==> config.mk <==
export PLATFORM = sky130hd
export DESIGN_NAME = ci_top
export DESIGN_NICKNAME = d
export VERILOG_FILES = /design/src/hdl/ci_ctrl_pkg.sv /design/src/hdl/ci_pixel_pkg.sv /design/src/hdl/ci_line_buffer.sv /design/src/hdl/ci_radius_unit.sv /design/src/hdl/ci_top.sv
export VERILOG_INCLUDE_DIRS = /design/src /design/src/include
export SDC_FILE = /design/constraint.sdc
export NUM_CORES = 2
export LEC_CHECK = 0
export ABC_AREA = 1
export BUFFER_PORTS_ARGS = -buffer_cell sky130_fd_sc_hd__buf_2
export CORE_MARGIN = 1
export CORE_UTILIZATION = 47
export DETAILED_ROUTE_END_ITERATION = 7
export HOLD_SLACK_MARGIN = 0.06
export PLACE_DENSITY = 0.62
export SLEW_MARGIN = 20
export SYNTH_ARGS = -nofsm -noshare
export SYNTH_HDL_FRONTEND = slang
export SYNTH_SLANG_ARGS = --single-unit
export TNS_END_PERCENT = 1
==> constraint.sdc <==
create_clock -name clk -period 9.7 [get_ports clk]
set_clock_uncertainty 0.2 [all_clocks]
set_input_delay 0.97 -clock clk [delete_from_list [all_inputs] [get_ports clk]]
set_output_delay 0.97 -clock clk [all_outputs]
set_load 0.03 [all_outputs]
==> src/include/ci_params.svh <==
`ifndef CI_PARAMS_SVH
`define CI_PARAMS_SVH

// image geometry in pixels
// width of one raster row
`define CI_COLS 16

// number of rows per frame
`define CI_ROWS 14

// grey level sample width
`define CI_PIX_W 8

// rows held in the line memory
// twice the largest radius so radius 6 sees 13 aligned rows
`define CI_BUF_ROWS 12

// radii served by the top level
`define CI_RADIUS_A 2
`define CI_RADIUS_B 4
`define CI_RADIUS_C 6

// largest radius must fit in the buffer
// 2 * radius rows above plus the live row

`endif

==> src/hdl/ci_ctrl_pkg.sv <==
`default_nettype none

`include "ci_params.svh"

package ci_ctrl_pkg;

  // raster position inside one frame
  typedef logic [$clog2(`CI_COLS)-1:0] col_t;
  typedef logic [$clog2(`CI_ROWS)-1:0] row_t;

  // radius unit sequencing
  // FILL waits for the first row with a full neighbourhood
  // FLUSH_DONE lasts one cycle and raises the frame strobe
  typedef enum logic [1:0] {
    IDLE       = 2'd0,
    FILL       = 2'd1,
    ACTIVE     = 2'd2,
    FLUSH_DONE = 2'd3
  } unit_state_t;

endpackage

`default_nettype wire

==> src/hdl/ci_pixel_pkg.sv <==
`default_nettype none

`include "ci_params.svh"

package ci_pixel_pkg;

  // one intensity sample
  typedef logic [`CI_PIX_W-1:0] pixel_t;

  // sum of four samples needs two extra bits
  typedef logic [`CI_PIX_W+1:0] nbr_sum_t;

  // live pixel plus the buffered rows above it
  localparam int unsigned CI_TAPS = `CI_BUF_ROWS + 1;

  // vertical column of taps, index k is k rows up
  typedef pixel_t [CI_TAPS-1:0] tap_vec_t;

endpackage

`default_nettype wire

==> src/hdl/ci_line_buffer.sv <==
`timescale 1ns/1ps
`default_nettype none

`include "ci_params.svh"

module ci_line_buffer (
  input  wire                        clk,
  input  wire                        rst_i,
  input  wire ci_pixel_pkg::pixel_t  pixel_i,
  input  wire                        pixel_valid_i,
  output ci_pixel_pkg::tap_vec_t     tap_o,
  output logic                       tap_valid_o,
  output ci_ctrl_pkg::row_t          row_o,
  output ci_ctrl_pkg::col_t          col_o
);

  import ci_pixel_pkg::*;
  import ci_ctrl_pkg::*;

  // wrap points of the raster counters
  localparam col_t LAST_COL = col_t'(`CI_COLS - 1);
  localparam row_t LAST_ROW = row_t'(`CI_ROWS - 1);

  // row memories
  // mem_q[k][c] holds the pixel k+1 rows above the live row at column c
  pixel_t mem_q [`CI_BUF_ROWS][`CI_COLS];

  // position of the pixel currently on pixel_i
  col_t col_q;
  row_t row_q;

  // tap column for the live pixel
  // tap 0 comes straight from the input
  always_comb begin
    tap_o[0] = pixel_i;
    // older rows read at the live column
    for (int k = 1; k < CI_TAPS; k++) begin
      tap_o[k] = mem_q[k-1][col_q];
    end
  end

  // taps are only meaningful while a pixel is offered
  assign tap_valid_o = pixel_valid_i;

  // position of the live pixel
  assign row_o = row_q;
  assign col_o = col_q;

  // per-column vertical shift on each accepted pixel
  // every column is touched once per row so each slot ages by one row
  always_ff @(posedge clk) begin
    if (pixel_valid_i) begin
      mem_q[0][col_q] <= pixel_i;
      for (int k = 1; k < `CI_BUF_ROWS; k++) begin
        mem_q[k][col_q] <= mem_q[k-1][col_q];
      end
    end
  end

  // raster counters
  // column runs fastest, both wrap at the frame end
  always_ff @(posedge clk) begin
    if (rst_i) begin
      col_q <= '0;
      row_q <= '0;
    end else if (pixel_valid_i) begin
      if (col_q == LAST_COL) begin
        col_q <= '0;
        // end of row
        if (row_q == LAST_ROW) begin
          // end of frame, next pixel starts a new one
          row_q <= '0;
        end else begin
          row_q <= row_q + 1'b1;
        end
      end else begin
        col_q <= col_q + 1'b1;
      end
    end
  end

  // idle cycles between pixels leave memory and counters untouched
  // so the tap column stays aligned with the raster position

endmodule

`default_nettype wire

==> src/hdl/ci_radius_unit.sv <==
`timescale 1ns/1ps
`default_nettype none

`include "ci_params.svh"

module ci_radius_unit #(
  parameter int RADIUS = 2
) (
  input  wire                          clk,
  input  wire                          rst_i,
  input  wire ci_pixel_pkg::tap_vec_t  tap_i,
  input  wire                          tap_valid_i,
  input  wire ci_ctrl_pkg::row_t       row_i,
  input  wire ci_ctrl_pkg::col_t       col_i,
  output logic                         ci_o,
  output logic                         ci_valid_o,
  output logic                         frame_done_o
);

  import ci_pixel_pkg::*;
  import ci_ctrl_pkg::*;

  // neighbourhood spans 2r+1 rows and columns
  localparam int SPAN = 2 * RADIUS;

  // first raster position with a complete neighbourhood
  localparam row_t ROW_START = row_t'(SPAN);
  localparam col_t COL_START = col_t'(SPAN);

  // last pixel of a frame
  localparam row_t LAST_ROW = row_t'(`CI_ROWS - 1);
  localparam col_t LAST_COL = col_t'(`CI_COLS - 1);

  // horizontal window of the middle row tap
  // hwin_q[j] is that tap j accepted pixels ago
  pixel_t hwin_q [1:SPAN];

  // column delays of the bottom and top taps
  pixel_t down_dly_q [1:RADIUS];
  pixel_t up_dly_q   [1:RADIUS];

  // aligned neighbourhood around the center at (row-r, col-r)
  pixel_t center;
  pixel_t left_nb;
  pixel_t right_nb;
  pixel_t up_nb;
  pixel_t down_nb;

  nbr_sum_t nbr_sum;
  pixel_t   nbr_mean;

  logic emit;
  logic last_pix;

  unit_state_t state_q;
  unit_state_t state_d;

  // window shift, only on accepted pixels
  always_ff @(posedge clk) begin
    if (tap_valid_i) begin
      hwin_q[1] <= tap_i[RADIUS];
      for (int j = 2; j <= SPAN; j++) begin
        hwin_q[j] <= hwin_q[j-1];
      end
      down_dly_q[1] <= tap_i[0];
      up_dly_q[1]   <= tap_i[SPAN];
      for (int j = 2; j <= RADIUS; j++) begin
        down_dly_q[j] <= down_dly_q[j-1];
        up_dly_q[j]   <= up_dly_q[j-1];
      end
    end
  end

  // right neighbour is the live middle tap
  assign right_nb = tap_i[RADIUS];
  assign center   = hwin_q[RADIUS];
  assign left_nb  = hwin_q[SPAN];
  assign up_nb    = up_dly_q[RADIUS];
  assign down_nb  = down_dly_q[RADIUS];

  // axial mean, floor by dropping two bits
  assign nbr_sum = nbr_sum_t'(up_nb) + nbr_sum_t'(down_nb)
                 + nbr_sum_t'(left_nb) + nbr_sum_t'(right_nb);
  assign nbr_mean = pixel_t'(nbr_sum >> 2);

  // completing pixel of an interior center
  assign emit = tap_valid_i && (state_q == ACTIVE) && (col_i >= COL_START);

  assign last_pix = tap_valid_i && (row_i == LAST_ROW) && (col_i == LAST_COL);

  // sequencing across a frame
  always_comb begin
    state_d = state_q;
    case (state_q)
      IDLE: begin
        if (tap_valid_i) begin
          state_d = FILL;
        end
      end
      FILL: begin
        // rows above the first full neighbourhood
        if (tap_valid_i && (row_i >= ROW_START)) begin
          state_d = ACTIVE;
        end
      end
      ACTIVE: begin
        if (last_pix) begin
          state_d = FLUSH_DONE;
        end
      end
      FLUSH_DONE: begin
        // next frame may start right away
        state_d = tap_valid_i ? FILL : IDLE;
      end
      default: begin
        state_d = IDLE;
      end
    endcase
  end

  always_ff @(posedge clk) begin
    if (rst_i) begin
      state_q    <= IDLE;
      ci_valid_o <= 1'b0;
    end else begin
      state_q    <= state_d;
      ci_valid_o <= emit;
    end
  end

  // result bit, one cycle after the completing pixel
  always_ff @(posedge clk) begin
    if (emit) begin
      ci_o <= (center >= nbr_mean);
    end
  end

  // frame strobe lines up with the last result
  assign frame_done_o = (state_q == FLUSH_DONE);

endmodule

`default_nettype wire

==> src/hdl/ci_top.sv <==
`timescale 1ns/1ps
`default_nettype none

`include "ci_params.svh"

module ci_top (
  input  wire                        clk,
  input  wire                        rst_i,
  input  wire ci_pixel_pkg::pixel_t  pixel_i,
  input  wire                        pixel_valid_i,
  output logic                       ci_r2_o,
  output logic                       ci_valid_r2_o,
  output logic                       frame_done_r2_o,
  output logic                       ci_r4_o,
  output logic                       ci_valid_r4_o,
  output logic                       frame_done_r4_o,
  output logic                       ci_r6_o,
  output logic                       ci_valid_r6_o,
  output logic                       frame_done_r6_o
);

  import ci_pixel_pkg::*;
  import ci_ctrl_pkg::*;

  // shared tap column and raster position
  tap_vec_t taps;
  logic     tap_valid;
  row_t     row;
  col_t     col;

  // single buffer feeds all radii
  ci_line_buffer u_line_buffer (
    .clk           (clk),
    .rst_i         (rst_i),
    .pixel_i       (pixel_i),
    .pixel_valid_i (pixel_valid_i),
    .tap_o         (taps),
    .tap_valid_o   (tap_valid),
    .row_o         (row),
    .col_o         (col)
  );

  // radius 2 uses taps 0 to 4
  ci_radius_unit #(
    .RADIUS (`CI_RADIUS_A)
  ) u_ci_r2 (
    .clk          (clk),
    .rst_i        (rst_i),
    .tap_i        (taps),
    .tap_valid_i  (tap_valid),
    .row_i        (row),
    .col_i        (col),
    .ci_o         (ci_r2_o),
    .ci_valid_o   (ci_valid_r2_o),
    .frame_done_o (frame_done_r2_o)
  );

  // radius 4 uses taps 0 to 8
  ci_radius_unit #(
    .RADIUS (`CI_RADIUS_B)
  ) u_ci_r4 (
    .clk          (clk),
    .rst_i        (rst_i),
    .tap_i        (taps),
    .tap_valid_i  (tap_valid),
    .row_i        (row),
    .col_i        (col),
    .ci_o         (ci_r4_o),
    .ci_valid_o   (ci_valid_r4_o),
    .frame_done_o (frame_done_r4_o)
  );

  // radius 6 needs the whole column
  ci_radius_unit #(
    .RADIUS (`CI_RADIUS_C)
  ) u_ci_r6 (
    .clk          (clk),
    .rst_i        (rst_i),
    .tap_i        (taps),
    .tap_valid_i  (tap_valid),
    .row_i        (row),
    .col_i        (col),
    .ci_o         (ci_r6_o),
    .ci_valid_o   (ci_valid_r6_o),
    .frame_done_o (frame_done_r6_o)
  );

endmodule

`default_nettype wire

==> flow_metrics.env <==
export IMPL_status="finished, final reports clean"
export IMPL_setup_viol=0
export IMPL_synthAdderAreaFrac=0.0232
export IMPL_area_delta_synth_final_pct=11.2
export IMPL_core_sq_um=152000
export IMPL_cts_made_buffers=183
export IMPL_fin_setup_tns_ns=0
export IMPL_place_congestion=0.781
export IMPL_fillers=12500
export IMPL_cp_arrival_ns=6.68
export IMPL_crit_family="adder cells"
export IMPL_final_nets=5270
export IMPL_place_hpwl_mm=78.7
export IMPL_start_util=0.475
export IMPL_ys_seq_elements=1876
export IMPL_num_rows=143
export IMPL_busiest_layer="met2"
export IMPL_wl_per_cell_um=23.7
export IMPL_grtUsageMet3=0.0303
export IMPL_synth_area_sq_um=72500
export IMPL_grtUsageMet2=0.353
export IMPL_cp_start_kind="flop"
export IMPL_die_w_um=395
export IMPL_cp_max_fo=146
export IMPL_syn_instance_count=5168
export IMPL_async_flop_share=0
export IMPL_synth_simple_area_share=0.0798
export IMPL_path_buf_inv=3
export IMPL_cts_root_buf="clkbuf_16"
export IMPL_grt_pass1_vias=40400
export IMPL_io_buffers=19
export IMPL_fmaxAchievable_mhz=158
export IMPL_hold_class="reg -> reg"
export IMPL_synth_avg_cell_area_sq_um=14.0
export IMPL_dr_first_iter_drc_count=4313
export IMPL_finalCritPeriodShare=0.653
export IMPL_total_power_mw=18.6
export IMPL_critical_path_class="reg -> reg"
export IMPL_worst_ir_drop_vdd_mv=0.148
export IMPL_layout_commonest_cell="edfxtp_1"
export IMPL_drt_total_wl_mm=174
export IMPL_yosys_warnings=0
export IMPL_cts_path_max_buffers=3
export IMPL_synthFlopType="edfxtp_1"
export IMPL_grt_ovfl_total=0
export IMPL_setup_slack_ns=3.37
export IMPL_slew_headroom=0.276
export IMPL_min_period_ns=6.33
export IMPL_synth_edf_count=1859
export IMPL_die_y_um=395
export IMPL_cellLeakagePower_nw=26.7
export IMPL_yosysSeqAreaShare=0.775
export IMPL_cp_required_ns=10.04
export IMPL_first_pass_iters=6
export IMPL_holdWs_ns=0.208
export IMPL_placed_cells=6986
export IMPL_drive_above_1_share=0.0701
export IMPL_tightest_slew_ns=1.09
export IMPL_synthXorXnorAreaFrac=0.00399
export IMPL_slowest_delay_ns=0.86
export IMPL_postCtsSetupRepairBufs=0
export IMPL_synth_mux_area_frac=0
export IMPL_synth_cell_types=44
export IMPL_final_cells=7323
export IMPL_cp_slowest_cell="fa_1"
export IMPL_hold_viol=0
export IMPL_maxCapViolCount=0
export IMPL_fp_dieArea_sq_um=156000
export IMPL_hold_buffers=0
export IMPL_grt_usage=0.221
export IMPL_crit_top_cell="o21ai_0"
export IMPL_layout_common_cells="edfxtp_1, nor2_1, o21ai_0, nand2_1, o22ai_1"
export IMPL_path_cells="inv_8 > buf_12 > o21ai_0 > o22ai_1 > nand2_1 > nand4_1 > fa_1 > inv_1 > fa_1 > o21ai_0 > a21oi_1 > o21bai_1 > xnor2_1 > ha_1 > a21o_1 > a31oi_1 > o21ai_0"
export IMPL_drtAntennaViolNets=0
export IMPL_num_vias=42400
export IMPL_cp_end_kind="flop"
export IMPL_grt_max_degree=228
export IMPL_synth_top_family_by_area="compound AO/OA/AOI/OAI gates"
export IMPL_drc=0
export IMPL_antenna_found_initial=2
export IMPL_clkSlewWorstSetupHoldPaths_ns=0.06
export IMPL_htreeDepth=4
export IMPL_via_per_inst=5.79
export IMPL_drv_slew=0
export IMPL_rsz0062_at_grt="no"
export IMPL_grt_pass1_wl_mm=258
export IMPL_pre_cts_slack_ns=3.62
export IMPL_synth_nets=5297
export IMPL_met1_usage=0.319
export IMPL_diodes=0
export IMPL_ios=20
export IMPL_clock_sinks=1876
export IMPL_synth_compound_area_frac=0.0923
export IMPL_cts_tree="done"
export IMPL_ctsResizeCount=0
export IMPL_insertion_delay_ns=0.81
export IMPL_power_per_cell_area_nw_per_um2=231
[where the power goes]
group / switching, mW / internal [mW] / leakage [nW]
clock network: 3.01 / 3.84 / 2.82
logic: 1.54 / 0.655 / 6.67
registers: 0.0890 / 9.51 / 17.2
total: 4.64 / 14.0 / 26.7
[metrics by stage]
stage	area, sq um	utilization
finish	80600	0.529
global route	80600	0.529
CTS	80600	0.529
detailed placement	74800	0.491
global placement	74800	0.491
floorplan	72500	-
[logic make-up after synthesis]
group | Yosys count
compound gates | 1228
xor+xnor | 33
fa+ha+maj | 118
buf+inv | 466
flops | 1876
simple gates | 1447
[flip-flops by register name, indices dropped and copies added (netlist names), 17 cells and up]
signal	cells
u_ci_r6.up_dly_q	48
u_ci_r4.up_dly_q	32
u_ci_r2.hwin_q	32
u_ci_r6.hwin_q	96
u_ci_r6.down_dly_q	17
u_line_buffer.mem_q	1536
u_ci_r4.hwin_q	50
u_ci_r4.down_dly_q	24
[worst reg2reg max path, cell delays in order, from the launching register on]
cell and delay, ns:
dfxtp_4 0.81, inv_8 0.49, buf_12 0.39, o21ai_0 0.50
o22ai_1 0.10, nand2_1 0.07, nand4_1 0.70, fa_1 0.87
inv_1 0.07, fa_1 0.45, o21ai_0 0.31, a21oi_1 0.12
o21bai_1 0.21, xnor2_1 0.15, ha_1 0.27, a21o_1 0.16
a31oi_1 0.13, o21ai_0 0.09
[routing by layer]
| metal | vias up | share of wire | wire, um |
|---|---|---|---|
| li1 | 19000 | - | - |
| met1 | 21600 | 0.44 | 76700 |
| met2 | 1569 | 0.47 | 81800 |
| met3 | 257 | 0.068 | 11800 |
| met4 | 2 | 0.020 | 3430 |
| met5 | - | 0.000092 | 16 |
[final timing paths]
check / from / endpoint / slack (ns) / cells past startpoint
max: u_line_buffer.col_o[1]$_SDFFE_PP0P_ / u_ci_r2.ci_o$_DFFE_PP_ / 3.37 / 17
min reg2reg: u_ci_r4.hwin_q[0][56]$_DFFE_PP_ / u_ci_r4.hwin_q[0][64]$_DFFE_PP_ / 0.21 / 0
max reg2reg: u_line_buffer.col_o[1]$_SDFFE_PP0P_ / u_ci_r2.ci_o$_DFFE_PP_ / 3.37 / 17
min: u_ci_r4.hwin_q[0][56]$_DFFE_PP_ / u_ci_r4.hwin_q[0][64]$_DFFE_PP_ / 0.21 / 0
[cell type report]
cell class	count	area [sq um]	share of cell area
timing repair buffer	88	873	0.0108
multi-input combinational	2826	14600	0.181
inverter	166	643	0.00798
tap	2030	2540	0.0315
clock buffer	228	4830	0.0600
sequential	1876	56200	0.697
clock inverter	109	940	0.0117
[cells in the mapped netlist (26+ instances only)]
| cell | number | share of area |
|---|---|---|
| fa_1 | 27 | 0.0075 |
| nand4_1 | 98 | 0.0085 |
| o22ai_1 | 376 | 0.032 |
| ha_1 | 91 | 0.016 |
| nor2_1 | 793 | 0.041 |
| inv_1 | 162 | 0.0084 |
| edfxtp_1 | 1859 | 0.77 |
| a21oi_1 | 53 | 0.0037 |
| nand2_1 | 508 | 0.026 |
| clkbuf_1 | 220 | 0.011 |
| o21ai_1 | 26 | 0.0018 |
| o21ai_0 | 749 | 0.052 |
| buf_2 | 64 | 0.0044 |
| nand3_1 | 26 | 0.0018 |
Note: power is estimated with default switching activity, not from simulation.
